==> config.mk <==
export PLATFORM = sky130hd
export DESIGN_NAME = fpm_top
export DESIGN_NICKNAME = d
export VERILOG_FILES = /design/src/fpm_pkg.sv /design/src/fpm_top.sv /design/src/result_select.sv /design/src/exp_adjust.sv /design/src/normalize_round.sv /design/src/csa_tree.sv /design/src/booth_encoder.sv
export SDC_FILE = /design/constraint.sdc
export NUM_CORES = 1
export LEC_CHECK = 0
export ABC_AREA = 1
export BUFFER_PORTS_ARGS = -buffer_cell sky130_fd_sc_hd__buf_2
export CAP_MARGIN = 40
export CORE_ASPECT_RATIO = 2
export CORE_MARGIN = 3
export CORE_UTILIZATION = 30
export CTS_CLUSTER_SIZE = 8
export DETAILED_ROUTE_END_ITERATION = 16
export MAX_ROUTING_LAYER = met4
export SLEW_MARGIN = 20
export SYNTH_ARGS = -nofsm -noshare
export SYNTH_HDL_FRONTEND = slang
export SYNTH_SLANG_ARGS = --single-unit
==> constraint.sdc <==
create_clock -name clk -period 26.9 [get_ports clk]
set_input_delay 2.69 -clock clk [delete_from_list [all_inputs] [get_ports clk]]
set_output_delay 2.69 -clock clk [all_outputs]
set_load 0.01 [all_outputs]
==> src/fpm_pkg.sv <==
package fpm_pkg;

  // binary32 field widths
  localparam int FRAC_W = 23;
  localparam int EXP_W  = 8;
  localparam int SIG_W  = FRAC_W + 1; // hidden one on top
  localparam int PROD_W = 2 * SIG_W;

  // radix-4 digits for an unsigned SIG_W-bit multiplier
  localparam int PP_ROWS = SIG_W / 2 + 1;

  localparam int EXP_BIAS = 127;

  localparam logic [31:0] QNAN_WORD = 32'h7fc0_0000;

  // codes 5..7 fall back to RMM
  localparam logic [2:0] RM_RNE = 3'd0; // nearest, ties to even
  localparam logic [2:0] RM_RTZ = 3'd1;
  localparam logic [2:0] RM_RDN = 3'd2; // toward -inf
  localparam logic [2:0] RM_RUP = 3'd3; // toward +inf
  localparam logic [2:0] RM_RMM = 3'd4; // nearest, ties away

  typedef struct packed {
    logic              sign;
    logic [EXP_W-1:0]  exp;
    logic [FRAC_W-1:0] frac;
  } fp32_s;

  // same word seen as raw bits or as fields
  typedef union packed {
    logic [31:0] raw;
    fp32_s       f;
  } fp32_u;

endpackage
==> src/fpm_top.sv <==
`timescale 1ns/1ps

module fpm_top import fpm_pkg::*; #(
  parameter int FRAC_W   = fpm_pkg::FRAC_W,
  parameter int EXP_W    = fpm_pkg::EXP_W,
  parameter int SIG_W    = fpm_pkg::SIG_W,
  parameter int PROD_W   = fpm_pkg::PROD_W,
  parameter int PP_ROWS  = fpm_pkg::PP_ROWS,
  parameter int EXP_BIAS = fpm_pkg::EXP_BIAS
) (
  input  logic       clk,
  input  logic       rst,
  input  logic [2:0] r_mode,
  input  fp32_u      fp_x,
  input  fp32_u      fp_y,
  output fp32_u      fp_z,
  output logic       ovrf,
  output logic       udrf
);

  logic              sign_z;
  logic [SIG_W-1:0]  sig_x;
  logic [SIG_W-1:0]  sig_y;
  logic [PROD_W-1:0] pp [0:PP_ROWS];
  logic [PROD_W-1:0] product;
  logic [FRAC_W-1:0] frac_z;
  logic              norm;
  logic [EXP_W-1:0]  exp_z;
  logic              ovrf_c;
  logic              udrf_c;

  assign sign_z = fp_x.f.sign ^ fp_y.f.sign;
  assign sig_x  = {1'b1, fp_x.f.frac}; // hidden one
  assign sig_y  = {1'b1, fp_y.f.frac};

  booth_encoder #(.SIG_W(SIG_W), .PROD_W(PROD_W), .PP_ROWS(PP_ROWS)) booth0 (
    .x  (sig_x),
    .y  (sig_y),
    .pp (pp)
  );

  csa_tree #(.ROWS(PP_ROWS + 1), .WIDTH(PROD_W)) tree0 (
    .rows    (pp),
    .product (product)
  );

  normalize_round #(.SIG_W(SIG_W), .PROD_W(PROD_W)) round0 (
    .product (product),
    .sign    (sign_z),
    .r_mode  (r_mode),
    .frac    (frac_z),
    .norm    (norm)
  );

  exp_adjust #(.EXP_W(EXP_W), .EXP_BIAS(EXP_BIAS)) exp0 (
    .exp_x (fp_x.f.exp),
    .exp_y (fp_y.f.exp),
    .norm  (norm),
    .exp_z (exp_z),
    .ovrf  (ovrf_c),
    .udrf  (udrf_c)
  );

  // only clocked stage of the multiplier
  result_select sel0 (
    .clk     (clk),
    .rst     (rst),
    .a       (fp_x),
    .b       (fp_y),
    .sign    (sign_z),
    .exp_z   (exp_z),
    .frac_z  (frac_z),
    .ovrf_in (ovrf_c),
    .udrf_in (udrf_c),
    .fp_z    (fp_z),
    .ovrf    (ovrf),
    .udrf    (udrf)
  );

endmodule

==> src/result_select.sv <==
`timescale 1ns/1ps

module result_select import fpm_pkg::*; (
  input  logic              clk,
  input  logic              rst,
  input  fp32_u             a,
  input  fp32_u             b,
  input  logic              sign,
  input  logic [EXP_W-1:0]  exp_z,
  input  logic [FRAC_W-1:0] frac_z,
  input  logic              ovrf_in,
  input  logic              udrf_in,
  output fp32_u             fp_z,
  output logic              ovrf,
  output logic              udrf
);

  logic  a_max;
  logic  b_max;
  logic  a_zero;
  logic  b_zero;
  logic  nan;
  logic  inf;
  logic  zero;
  fp32_u res;

  assign a_max  = &a.f.exp;
  assign b_max  = &b.f.exp;
  assign a_zero = ~|a.f.exp; // no denormals, exp 0 is zero
  assign b_zero = ~|b.f.exp;

  // inf times zero lands here too
  assign nan  = (a_max & |a.f.frac) | (b_max & |b.f.frac) |
                (a_max & b_zero) | (b_max & a_zero);
  assign inf  = (a_max & ~|a.f.frac) | (b_max & ~|b.f.frac) | ovrf_in;
  assign zero = a_zero | b_zero | udrf_in;

  always_comb begin
    res.f.sign = sign;
    res.f.exp  = exp_z;
    res.f.frac = frac_z;
    if (nan) begin
      res.raw = QNAN_WORD;
    end else if (inf) begin
      res.f.exp  = '1;
      res.f.frac = '0;
    end else if (zero) begin
      res.f.exp  = '0;
      res.f.frac = '0;
    end
  end

  always_ff @(posedge clk) begin
    if (rst) begin
      fp_z <= '0;
      ovrf <= 1'b0;
      udrf <= 1'b0;
    end else begin
      fp_z <= res;
      ovrf <= ovrf_in;
      udrf <= udrf_in;
    end
  end

endmodule

==> src/exp_adjust.sv <==
`timescale 1ns/1ps

module exp_adjust import fpm_pkg::*; #(
  parameter int EXP_W    = fpm_pkg::EXP_W,
  parameter int EXP_BIAS = fpm_pkg::EXP_BIAS
) (
  input  logic [EXP_W-1:0] exp_x,
  input  logic [EXP_W-1:0] exp_y,
  input  logic             norm,
  output logic [EXP_W-1:0] exp_z,
  output logic             ovrf,
  output logic             udrf
);

  localparam int EXP_MAX = 2 ** EXP_W - 1;

  logic [EXP_W:0] exp_sum;
  logic [EXP_W:0] bias_eff;

  assign exp_sum = {1'b0, exp_x} + {1'b0, exp_y};

  // a normalize shift bumps the exponent, so take one off the bias
  assign bias_eff = (EXP_W + 1)'(EXP_BIAS) - {{EXP_W{1'b0}}, norm};

  assign udrf = exp_sum <= bias_eff;
  assign ovrf = {1'b0, exp_sum} >= (EXP_W + 2)'(EXP_MAX) + {1'b0, bias_eff};

  assign exp_z = EXP_W'(exp_sum - bias_eff); // wraps when a flag is set

endmodule

==> src/normalize_round.sv <==
`timescale 1ns/1ps

module normalize_round import fpm_pkg::*; #(
  parameter int SIG_W  = fpm_pkg::SIG_W,
  parameter int PROD_W = fpm_pkg::PROD_W
) (
  input  logic [PROD_W-1:0] product,
  input  logic              sign,
  input  logic [2:0]        r_mode,
  output logic [SIG_W-2:0]  frac,
  output logic              norm
);

  logic [PROD_W-1:0] shifted;
  logic [SIG_W-1:0]  kept;
  logic              guard;
  logic              rnd;
  logic              sticky;
  logic              inc;
  logic [SIG_W:0]    rounded;

  // product of two 1.x values is in [1,4), so one shift at most
  assign shifted = product[PROD_W-1] ? product : product << 1;

  assign kept   = shifted[PROD_W-1 -: SIG_W];
  assign guard  = shifted[PROD_W-SIG_W-1];
  assign rnd    = shifted[PROD_W-SIG_W-2];
  assign sticky = |shifted[PROD_W-SIG_W-3:0];

  always_comb begin
    case (r_mode)
      RM_RNE:  inc = guard & (rnd | sticky | kept[0]);
      RM_RTZ:  inc = 1'b0;
      RM_RDN:  inc = sign;  // magnitude grows for negatives
      RM_RUP:  inc = ~sign;
      default: inc = guard; // RMM and the spare codes
    endcase
  end

  assign rounded = {1'b0, kept} + (SIG_W + 1)'(inc);

  // carry out means all ones rolled over, renormalize
  assign frac = rounded[SIG_W] ? rounded[SIG_W-1:1] : rounded[SIG_W-2:0];
  assign norm = product[PROD_W-1] | rounded[SIG_W];

endmodule

==> src/csa_tree.sv <==
`timescale 1ns/1ps

module csa_tree import fpm_pkg::*; #(
  parameter int ROWS  = PP_ROWS + 1,
  parameter int WIDTH = PROD_W
) (
  input  logic [WIDTH-1:0] rows [ROWS],
  output logic [WIDTH-1:0] product
);

  // each group of three becomes sum + carry and leftovers pass
  function automatic int next_rows(input int n);
    return 2 * (n / 3) + n % 3;
  endfunction

  function automatic int rows_at(input int lvl);
    int n;
    n = ROWS;
    for (int k = 0; k < lvl; k++) begin
      n = next_rows(n);
    end
    return n;
  endfunction

  function automatic int num_levels();
    int n;
    int lvl;
    n   = ROWS;
    lvl = 0;
    while (n > 2) begin
      n   = next_rows(n);
      lvl = lvl + 1;
    end
    return lvl;
  endfunction

  localparam int LEVELS = num_levels(); // 14 rows take 6 levels

  for (genvar l = 0; l <= LEVELS; l++) begin : g_lvl
    localparam int N = rows_at(l);

    logic [WIDTH-1:0] r [N];

    if (l == 0) begin : g_in
      for (genvar k = 0; k < N; k++) begin : g_cp
        assign r[k] = rows[k];
      end
    end else begin : g_csa
      localparam int P = rows_at(l - 1);
      localparam int G = P / 3;

      for (genvar g = 0; g < G; g++) begin : g_fa
        logic [WIDTH-1:0] a;
        logic [WIDTH-1:0] b;
        logic [WIDTH-1:0] c;

        assign a = g_lvl[l-1].r[3*g];
        assign b = g_lvl[l-1].r[3*g+1];
        assign c = g_lvl[l-1].r[3*g+2];

        assign r[2*g]   = a ^ b ^ c;
        assign r[2*g+1] = ((a & b) | (a & c) | (b & c)) << 1; // carry out of top drops
      end

      for (genvar k = 3 * G; k < P; k++) begin : g_pass
        assign r[2*G+k-3*G] = g_lvl[l-1].r[k];
      end
    end
  end

  // single carry-propagate add at the end
  assign product = g_lvl[LEVELS].r[0] + g_lvl[LEVELS].r[1];

endmodule

==> src/booth_encoder.sv <==
`timescale 1ns/1ps

module booth_encoder import fpm_pkg::*; #(
  parameter int SIG_W   = fpm_pkg::SIG_W,
  parameter int PROD_W  = fpm_pkg::PROD_W,
  parameter int PP_ROWS = fpm_pkg::PP_ROWS
) (
  input  logic [SIG_W-1:0]  x,
  input  logic [SIG_W-1:0]  y,
  output logic [PROD_W-1:0] pp [0:PP_ROWS]
);

  // multiplier with a zero below bit 0 and zeros above the msb
  logic [2*PP_ROWS:0] x_ext;
  logic [PP_ROWS-1:0] neg;
  logic [PROD_W-1:0]  neg_row;

  assign x_ext = {{(2 * PP_ROWS - SIG_W){1'b0}}, x, 1'b0};

  for (genvar i = 0; i < PP_ROWS; i++) begin : g_row
    logic [2:0]        trip;
    logic              sgl;
    logic              dbl;
    logic [PROD_W-1:0] mag;

    assign trip = x_ext[2*i+2 -: 3];

    // booth digit decode
    assign sgl    = trip[0] ^ trip[1];
    assign dbl    = (trip[2] & ~trip[1] & ~trip[0]) | (~trip[2] & trip[1] & trip[0]);
    assign neg[i] = trip[2];

    assign mag = ({PROD_W{sgl}} & PROD_W'(y)) |
                 ({PROD_W{dbl}} & (PROD_W'(y) << 1));

    // the +1 of the two's complement goes to neg_row
    assign pp[i] = (neg[i] ? ~mag : mag) << (2 * i);
  end

  // negate bits sit at the lsb of their row
  always_comb begin
    neg_row = '0;
    for (int i = 0; i < PP_ROWS; i++) begin
      neg_row[2*i] = neg[i];
    end
  end

  assign pp[PP_ROWS] = neg_row;

endmodule

==> results of run 1 <==
through the flow:
stage	setup slack, ns	area [um2]	hold slack [ns]
after floorplan	15.43	20300	2.76
after global placement	13.40	21700	3.02
after detailed placement	13.36	21800	3.02
after CTS	13.64	21900	2.73
after global routing	12.87	22000	2.74
per-layer routing:
| layer | global-route usage [%] |
|---|---|
| met4 | 18.6 |
| met5 | - |
| met2 | 42.7 |
| met3 | 1.93 |
| met1 | 21.0 |
logic make-up after synthesis:
group / count (synthesis) / share of synthesized area, %
buffers and inverters: 715 / 13.5
AOI/OAI and AO/OA: 373 / 11.1
and+or+nand+nor: 899 / 19.3
DFF: 34 / 3.35
xor gates and xnor gates: 308 / 13.3
adders and majority gates: 455 / 39.5
==> results.sh, run 1 <==
export IMPL_yosys_register_bits=34
export IMPL_netlist_top_cells_count="546 x inv_1, 542 x nand2_1, 313 x fa_1"
export IMPL_cts_hold_buf=0
export IMPL_grt_pass1_wl_um=119000
export IMPL_synth_edf_count=0
export IMPL_synth_yosys_seq_area_share_pct=3.35
export IMPL_synth_area_top_cells="fa_1 31%, xor2_1 13%, inv_1 10%, nand2_1 10%, ha_1 8.7%"
export IMPL_row_count=134
export IMPL_lastStage="detailed routing (5_2_route)"
export IMPL_overflow=0
export IMPL_cts_max_path_buffers=2
export IMPL_dp_hpwl_um=66500
export IMPL_synth_nets=3308
export IMPL_synth_top_area_cell="fa_1"
export IMPL_yosys_warnings=0
export IMPL_synth_ff_type="dfxtp_1"
export IMPL_dieWidth_um=190
export IMPL_avgSynthCellArea_um2=7.31
export IMPL_postCtsSetupRepairBufs=0
export IMPL_synth_top_area_share_pct=30.8
export IMPL_place_congestion=1.04
export IMPL_cts_sinks=34
export IMPL_first_error="[ERROR DRT-0255] Maze Route cannot find path of net clk in worker of routeBox ( 144900 193200 ) ( 190155 241500 )."
export IMPL_io_buffers=102
export IMPL_grt_max_degree=30
export IMPL_cts_root_buffer="clkbuf_16"
export IMPL_dieHeight_um=374
export IMPL_dp_cells=3677
export IMPL_cts_repair_resize_count=0
export IMPL_antenna_found_initial=4
export IMPL_yosysMostFrequentCell="inv_1"
export IMPL_synth_area_um2=20300
export IMPL_synth_cell_types=45
export IMPL_grt_usage_pct=23.0
export IMPL_status="aborted with a tool error"
export IMPL_start_util_pct=30.4
export IMPL_grt_pass1_vias=19878
export IMPL_async_flop_share_pct=0
export IMPL_ioPinCount=103
export IMPL_htreeDepth=2
export IMPL_syn_inst=2784
export IMPL_cts_made_buffers=5
==> run 2, diff against run 1 <==
CORE_ASPECT_RATIO = unset   (was 2)
CORE_UTILIZATION = 20   (was 30)
CTS_CLUSTER_SIZE = unset   (was 8)
MAX_ROUTING_LAYER = unset   (was met4)
PLACE_DENSITY_LB_ADDON = 0.15   (was unset)
==> results.sh, run 2 <==
export IMPL_num_nets_final=3326
export IMPL_start_util_pct=20.3
export IMPL_synth_top_area_cell="fa_1"
export IMPL_cts_max_path_buffers=2
export IMPL_synth_top_area_share_pct=30.8
export IMPL_diodes=0
export IMPL_synth_mux_area_share_pct=0
export IMPL_hp_class="input pin to flop"
export IMPL_grt_usage_pct=16.0
export IMPL_io_buffers=102
export IMPL_setup_ws_ns=13.76
export IMPL_antenna_left=0
export IMPL_yosysMostFrequentCell="inv_1"
export IMPL_critPathLaunch="fp_x[21]"
export IMPL_cts_sinks=34
export IMPL_synth_yosys_seq_area_share_pct=3.35
export IMPL_drc_errors=0
export IMPL_final_common_cell="inv_1"
export IMPL_fill_cells=11468
export IMPL_synth_cell_types=45
export IMPL_synth_edf_count=0
export IMPL_worstPathArrival_ns=13.32
export IMPL_largest_register="sel0.fp_z"
export IMPL_required_ns=27.09
export IMPL_core_um2=100000
export IMPL_dieWidth_um=325
export IMPL_overflow=0
export IMPL_cts_hold_buf=0
export IMPL_synth_area_top_cells="fa_1 31%, xor2_1 13%, inv_1 10%, nand2_1 10%, ha_1 8.7%"
export IMPL_htreeDepth=2
export IMPL_synth_area_um2=20300
export IMPL_holdCritStartpoint="rst"
export IMPL_yosys_register_bits=34
export IMPL_syn_inst=2784
export IMPL_cts_tree="yes"
export IMPL_cp_end_kind="flop"
export IMPL_synth_xor_area_share_pct=13.3
export IMPL_status="complete, no violations"
export IMPL_place_congestion=0.822
export IMPL_drive_above_1_share_pct=8.99
export IMPL_drt_total_wl_um=84600
export IMPL_cts_made_buffers=5
export IMPL_crit_path_top_delay_cell="clkinv_1"
export IMPL_rsz0062_at_grt="false"
export IMPL_setup_tns_ns=0
export IMPL_dieArea_um2=106000
export IMPL_postLayoutCellArea_um2=22500
export IMPL_yosys_warnings=0
export IMPL_slew_violations=0
export IMPL_fin_crit_sh_pct=48.8
export IMPL_max_freq_mhz=76.1
export IMPL_avgSynthCellArea_um2=7.31
export IMPL_cpMostUsedCell="ha_1"
export IMPL_top_regs="sel0.fp_z (32), sel0.ovrf (1), sel0.udrf (1)"
export IMPL_worstMarginPinSlew_ns=0.843
export IMPL_async_flop_share_pct=0
export IMPL_synthAdderAreaFrac_pct=39.5
export IMPL_max_slew_margin_pct=43.7
export IMPL_critPathKind="input pin to flop"
export IMPL_cts_repair_resize_count=0
export IMPL_hold_viol=0
export IMPL_antenna_found_initial=1
export IMPL_drtIter0Drc=1083
export IMPL_synth_compound_area_share_pct=11.1
export IMPL_route_vias_total=18381
export IMPL_layout_common_cells="546 x inv_1, 542 x nand2_1, 313 x fa_1"
export IMPL_firstDrtPassIters=5
export IMPL_maxCapViolCount=0
export IMPL_row_count=116
export IMPL_crit_path_max_incr_delay_ns=0.81
export IMPL_place_ws_ns=13.22
export IMPL_dp_hpwl_um=69100
export IMPL_grt_max_degree=30
export IMPL_crit_path_start_kind="input pin"
export IMPL_grt_pass1_vias=19464
export IMPL_ioPinCount=103
export IMPL_synthSimpleGateAreaFrac_pct=19.3
export IMPL_synth_ff_type="dfxtp_1"
export IMPL_wire_per_inst_um=20.3
export IMPL_clk_pin_slew_ns=0.05
export IMPL_cp_max_fo=29
export IMPL_cts_root_buffer="clkbuf_16"
export IMPL_grt_pass1_wl_um=129000
export IMPL_synth_top_family_by_area="adder cells"
export IMPL_area_growth_pct=10.7
export IMPL_postCtsSetupRepairBufs=0
export IMPL_dpl_instance_area_um2=22400
export IMPL_fin_crit_ns=13.14
export IMPL_whs_ns=2.76
export IMPL_dieHeight_um=325
export IMPL_largest_register_ffs=32
export IMPL_viasPerCell=4.42
export IMPL_netlist_top_cells_count="546 x inv_1, 542 x nand2_1, 313 x fa_1"
export IMPL_synth_nets=3308
export IMPL_finalSetupViolCount=0
[run 2: logic make-up (layout without fill, tap and decap cells)]
| family | after synthesis | in the layout |
|---|---|---|
| simple gates | 899 | 899 |
| buf+inv | 715 | 734 |
| fa+ha+maj | 455 | 455 |
| compound gates | 373 | 373 |
| xor+xnor | 308 | 308 |
| flops | 34 | 34 |
[run 2: layout make-up]
cell class              count  area [um2]  area share [%]
clock inverters             1        5.00          0.0222
repair buffers            145         878            3.90
multi-input cells        2035       16900            75.2
clock buffers               7         143           0.633
well taps                1357        1700            7.54
flip-flops and latches     34         681            3.02
inverters                 581        2180            9.68
[run 2: path summary, 6_finish.rpt]
check / end / slack (ns) / depth (start not counted)
worst max-delay path: sel0.fp_z[19]$_SDFF_PP0_ / 13.76 / 41
worst min-delay path: sel0.udrf$_SDFF_PP0_ / 2.76 / 2
[run 2: routing by layer]
layer	GRT usage (%)	vias up	share of wire, %
met2	27.3	388	47
met5	0	-	0
met1	22.8	9207	48
met3	1.17	39	3.4
li1	-	8747	-
met4	1.61	0	0.76
[run 2: metrics by stage]
stage | utilization (%) | std cells
3_3_place_gp | 22.2 | 4145
5_1_grt | 22.4 | 4160
6_report | 22.4 | 4160
2_1_floorplan | - | 2784
3_5_place_dp | 22.3 | 4151
4_1_cts | 22.4 | 4159
[run 2: worst max-delay path: cells and delay by family]
| family | cells | cell delay [ns] |
|---|---|---|
| fa+ha+maj | 11 | 4.67 |
| compound gates | 7 | 1.16 |
| simple gates | 16 | 2.83 |
| buf+inv | 7 | 1.90 |
Power of run 2 is not shown: default switching activity piles up to over one toggle a cycle in this logic, so the estimate is an artifact.
==> run 3, diff against run 2 <==
ABC_AREA = 0   (was 1)
clock period = 10.8 ns   (was 26.9 ns; I/O delays follow)
==> results.sh, run 3 <==
export IMPL_finalSetupViolCount=0
export IMPL_top_regs="sel0.fp_z (32), sel0.ovrf (1), sel0.udrf (1)"
export IMPL_multiInputGateArea_um2=22200
export IMPL_max_slew_margin_pct=53.0
export IMPL_route_vias_total=25965
export IMPL_cp_max_fo=8
export IMPL_holdCritStartpoint="rst"
export IMPL_ioPinCount=103
export IMPL_crit_path_top_delay_cell="fa_1"
export IMPL_drc_errors=0
export IMPL_yosys_register_bits=34
export IMPL_row_count=125
export IMPL_rsz0062_at_grt="true"
export IMPL_io_buffers=102
export IMPL_hold_viol=0
export IMPL_synth_ff_type="dfxtp_1"
export IMPL_cpMostUsedCell="fa_2"
export IMPL_max_freq_mhz=95.5
export IMPL_drt_total_wl_um=108000
export IMPL_worstPathArrival_ns=10.68
export IMPL_syn_inst=3308
export IMPL_place_congestion=0.857
export IMPL_fin_crit_sh_pct=96.9
export IMPL_worstMarginPinSlew_ns=0.687
export IMPL_dieWidth_um=351
export IMPL_synth_top_area_cell="fa_1"
export IMPL_crit_path_start_kind="input pin"
export IMPL_largest_register_ffs=32
export IMPL_grt_pass1_vias=26266
export IMPL_core_um2=117000
export IMPL_setup_tns_ns=0
export IMPL_seq_area_um2=681
export IMPL_critPathKind="input pin to flop"
export IMPL_cts_max_path_buffers=2
export IMPL_maxCapViolCount=0
export IMPL_synth_nets=3832
export IMPL_cts_made_buffers=5
export IMPL_final_common_cell="buf_4"
export IMPL_num_nets_final=4341
export IMPL_synth_area_top_cells="fa_1 26%, ha_1 7.5%, a21oi_1 6.1%, nand2_1 5.6%, nor2_1 5.3%"
export IMPL_viasPerCell=4.86
export IMPL_antenna_found_initial=2
export IMPL_synth_edf_count=0
export IMPL_wire_per_inst_um=20.3
export IMPL_dieArea_um2=123000
export IMPL_holdPathEnd="sel0.fp_z[25]$_SDFF_PP0_"
export IMPL_status="complete, no violations"
export IMPL_largest_register="sel0.fp_z"
export IMPL_required_ns=11.02
export IMPL_grt_usage_pct=17.3
export IMPL_cts_root_buffer="clkbuf_16"
export IMPL_yosysMostFrequentCell="nand2_1"
export IMPL_whs_path_depth=2
export IMPL_avgSynthCellArea_um2=7.19
export IMPL_slew_violations=0
export IMPL_clk_pin_slew_ns=0.05
export IMPL_fin_crit_ns=10.47
export IMPL_async_flop_share_pct=0
export IMPL_area_growth_pct=39.3
export IMPL_antenna_left=0
export IMPL_synth_cell_types=88
export IMPL_cp_end_kind="flop"
export IMPL_crit_path_max_incr_delay_ns=0.56
export IMPL_synth_top_area_share_pct=26.3
export IMPL_synth_yosys_seq_area_share_pct=2.86
export IMPL_drtIter0Drc=1866
export IMPL_firstDrtPassIters=6
export IMPL_start_util_pct=20.3
export IMPL_grt_pass1_wl_um=165000
export IMPL_yosys_warnings=0
export IMPL_netlist_top_cells_count="358 x nand2_1, 335 x nor2_1, 313 x fa_1"
export IMPL_overflow=0
export IMPL_drive_above_1_share_pct=30.2
export IMPL_hp_class="input pin to flop"
export IMPL_layout_common_cells="648 x buf_4, 349 x nand2_1, 319 x nor2_1"
export IMPL_synth_area_um2=23800
export IMPL_dp_hpwl_um=90100
export IMPL_htreeDepth=2
export IMPL_fill_cells=12747
export IMPL_grt_max_degree=38
export IMPL_dieHeight_um=351
export IMPL_cts_sinks=34
export IMPL_cts_tree="yes"
==> run 3: cell count changes in the layout (fill, tap and decap cells not counted), moves of 174 or more <==
cell / delta
o22ai_1: -174
buf_4: +611
a21oi_1: +204
xor2_1: -260
nand2_1: -193
inv_1: -258
nor2_1: +178
==> run 3: critical path: cells and delay by family <==
family | cells | cell delay [ns]
adder cells (fa/ha/maj) | 11 | 4.13
buffers and inverters | 9 | 1.03
AO/OA/AOI/OAI | 12 | 2.32
AND/OR/NAND/NOR | 12 | 2.09
==> run 3: repair_timing <==
item	CTS	global route
hold buffers	0	0
setup buffers	2	33
pin swaps	7	121
gates resized for setup	20	381
endpoints found under the setup margin	30	31
gates cloned	2	2
hold endpoints to repair	0	0
==> run 3: routing by layer <==
metal / vias up / share of wire (%) / track usage [%]
li1: 12533 / - / -
met1: 12943 / 46 / 23.5
met2: 435 / 49 / 30.9
met3: 54 / 3.0 / 1.14
met4: 0 / 1.2 / 1.51
met5: - / 0 / 0
==> run 3: kinds of logic (layout without fill, tap and decap cells) <==
family                   Yosys count  in the layout  synth area share, %
AO/OA/AOI/OAI                   1057           1057                 28.5
AND/OR/NAND/NOR                  938            941                 17.6
buffers and inverters            647           1154                 10.3
adder cells (fa/ha/maj)          520            520                 36.5
XOR/XNOR                          85             85                 3.13
flip-flops                        34             34                 2.86
multiplexers                      27             27                 1.15
other                              0              2                    0
==> run 3: worst max-delay path by stage <==
stage	from	end	slack, ns	depth (start not counted)
6_report	fp_x[9]	sel0.fp_z[17]$_SDFF_PP0_	0.33	44
3_3_place_gp	fp_x[13]	sel0.fp_z[19]$_SDFF_PP0_	-0.42	44
2_1_floorplan	fp_x[2]	sel0.fp_z[16]$_SDFF_PP0_	-0.22	50
5_1_grt	fp_x[9]	sel0.fp_z[17]$_SDFF_PP0_	-0.06	46
3_5_place_dp	fp_x[10]	sel0.fp_z[19]$_SDFF_PP0_	-0.46	46
4_1_cts	fp_x[8]	sel0.fp_z[19]$_SDFF_PP0_	0.005	46
==> run 3: cell type report <==
| cell class | count | area share (%) |
|---|---|---|
| timing repair buffer | 838 | 21.1 |
| multi-input combinational | 2630 | 67.1 |
| sequential | 34 | 2.05 |
| inverter | 308 | 3.53 |
| tap | 1524 | 5.75 |
| antenna | 2 | 0.0151 |
| clock inverter | 1 | 0.0151 |
| clock buffer | 7 | 0.430 |
==> run 3: metrics by stage <==
| step | worst slack, ns | instance area, um2 | instances | hold slack (ns) | utilization (%) |
|---|---|---|---|---|---|
| after CTS | 0.00549 | 31300 | 5309 | 1.11 | 26.7 |
| final | 0.334 | 33100 | 5344 | 1.12 | 28.3 |
| after global routing | -0.0574 | 33100 | 5342 | 1.15 | 28.3 |
| after floorplan | -0.224 | 24300 | 3308 | 1.32 | - |
| after global placement | -0.421 | 31000 | 5297 | 1.40 | 26.5 |
| after detailed placement | -0.459 | 31000 | 5297 | 1.41 | 26.5 |
Power of run 3 is left out for the same reason.
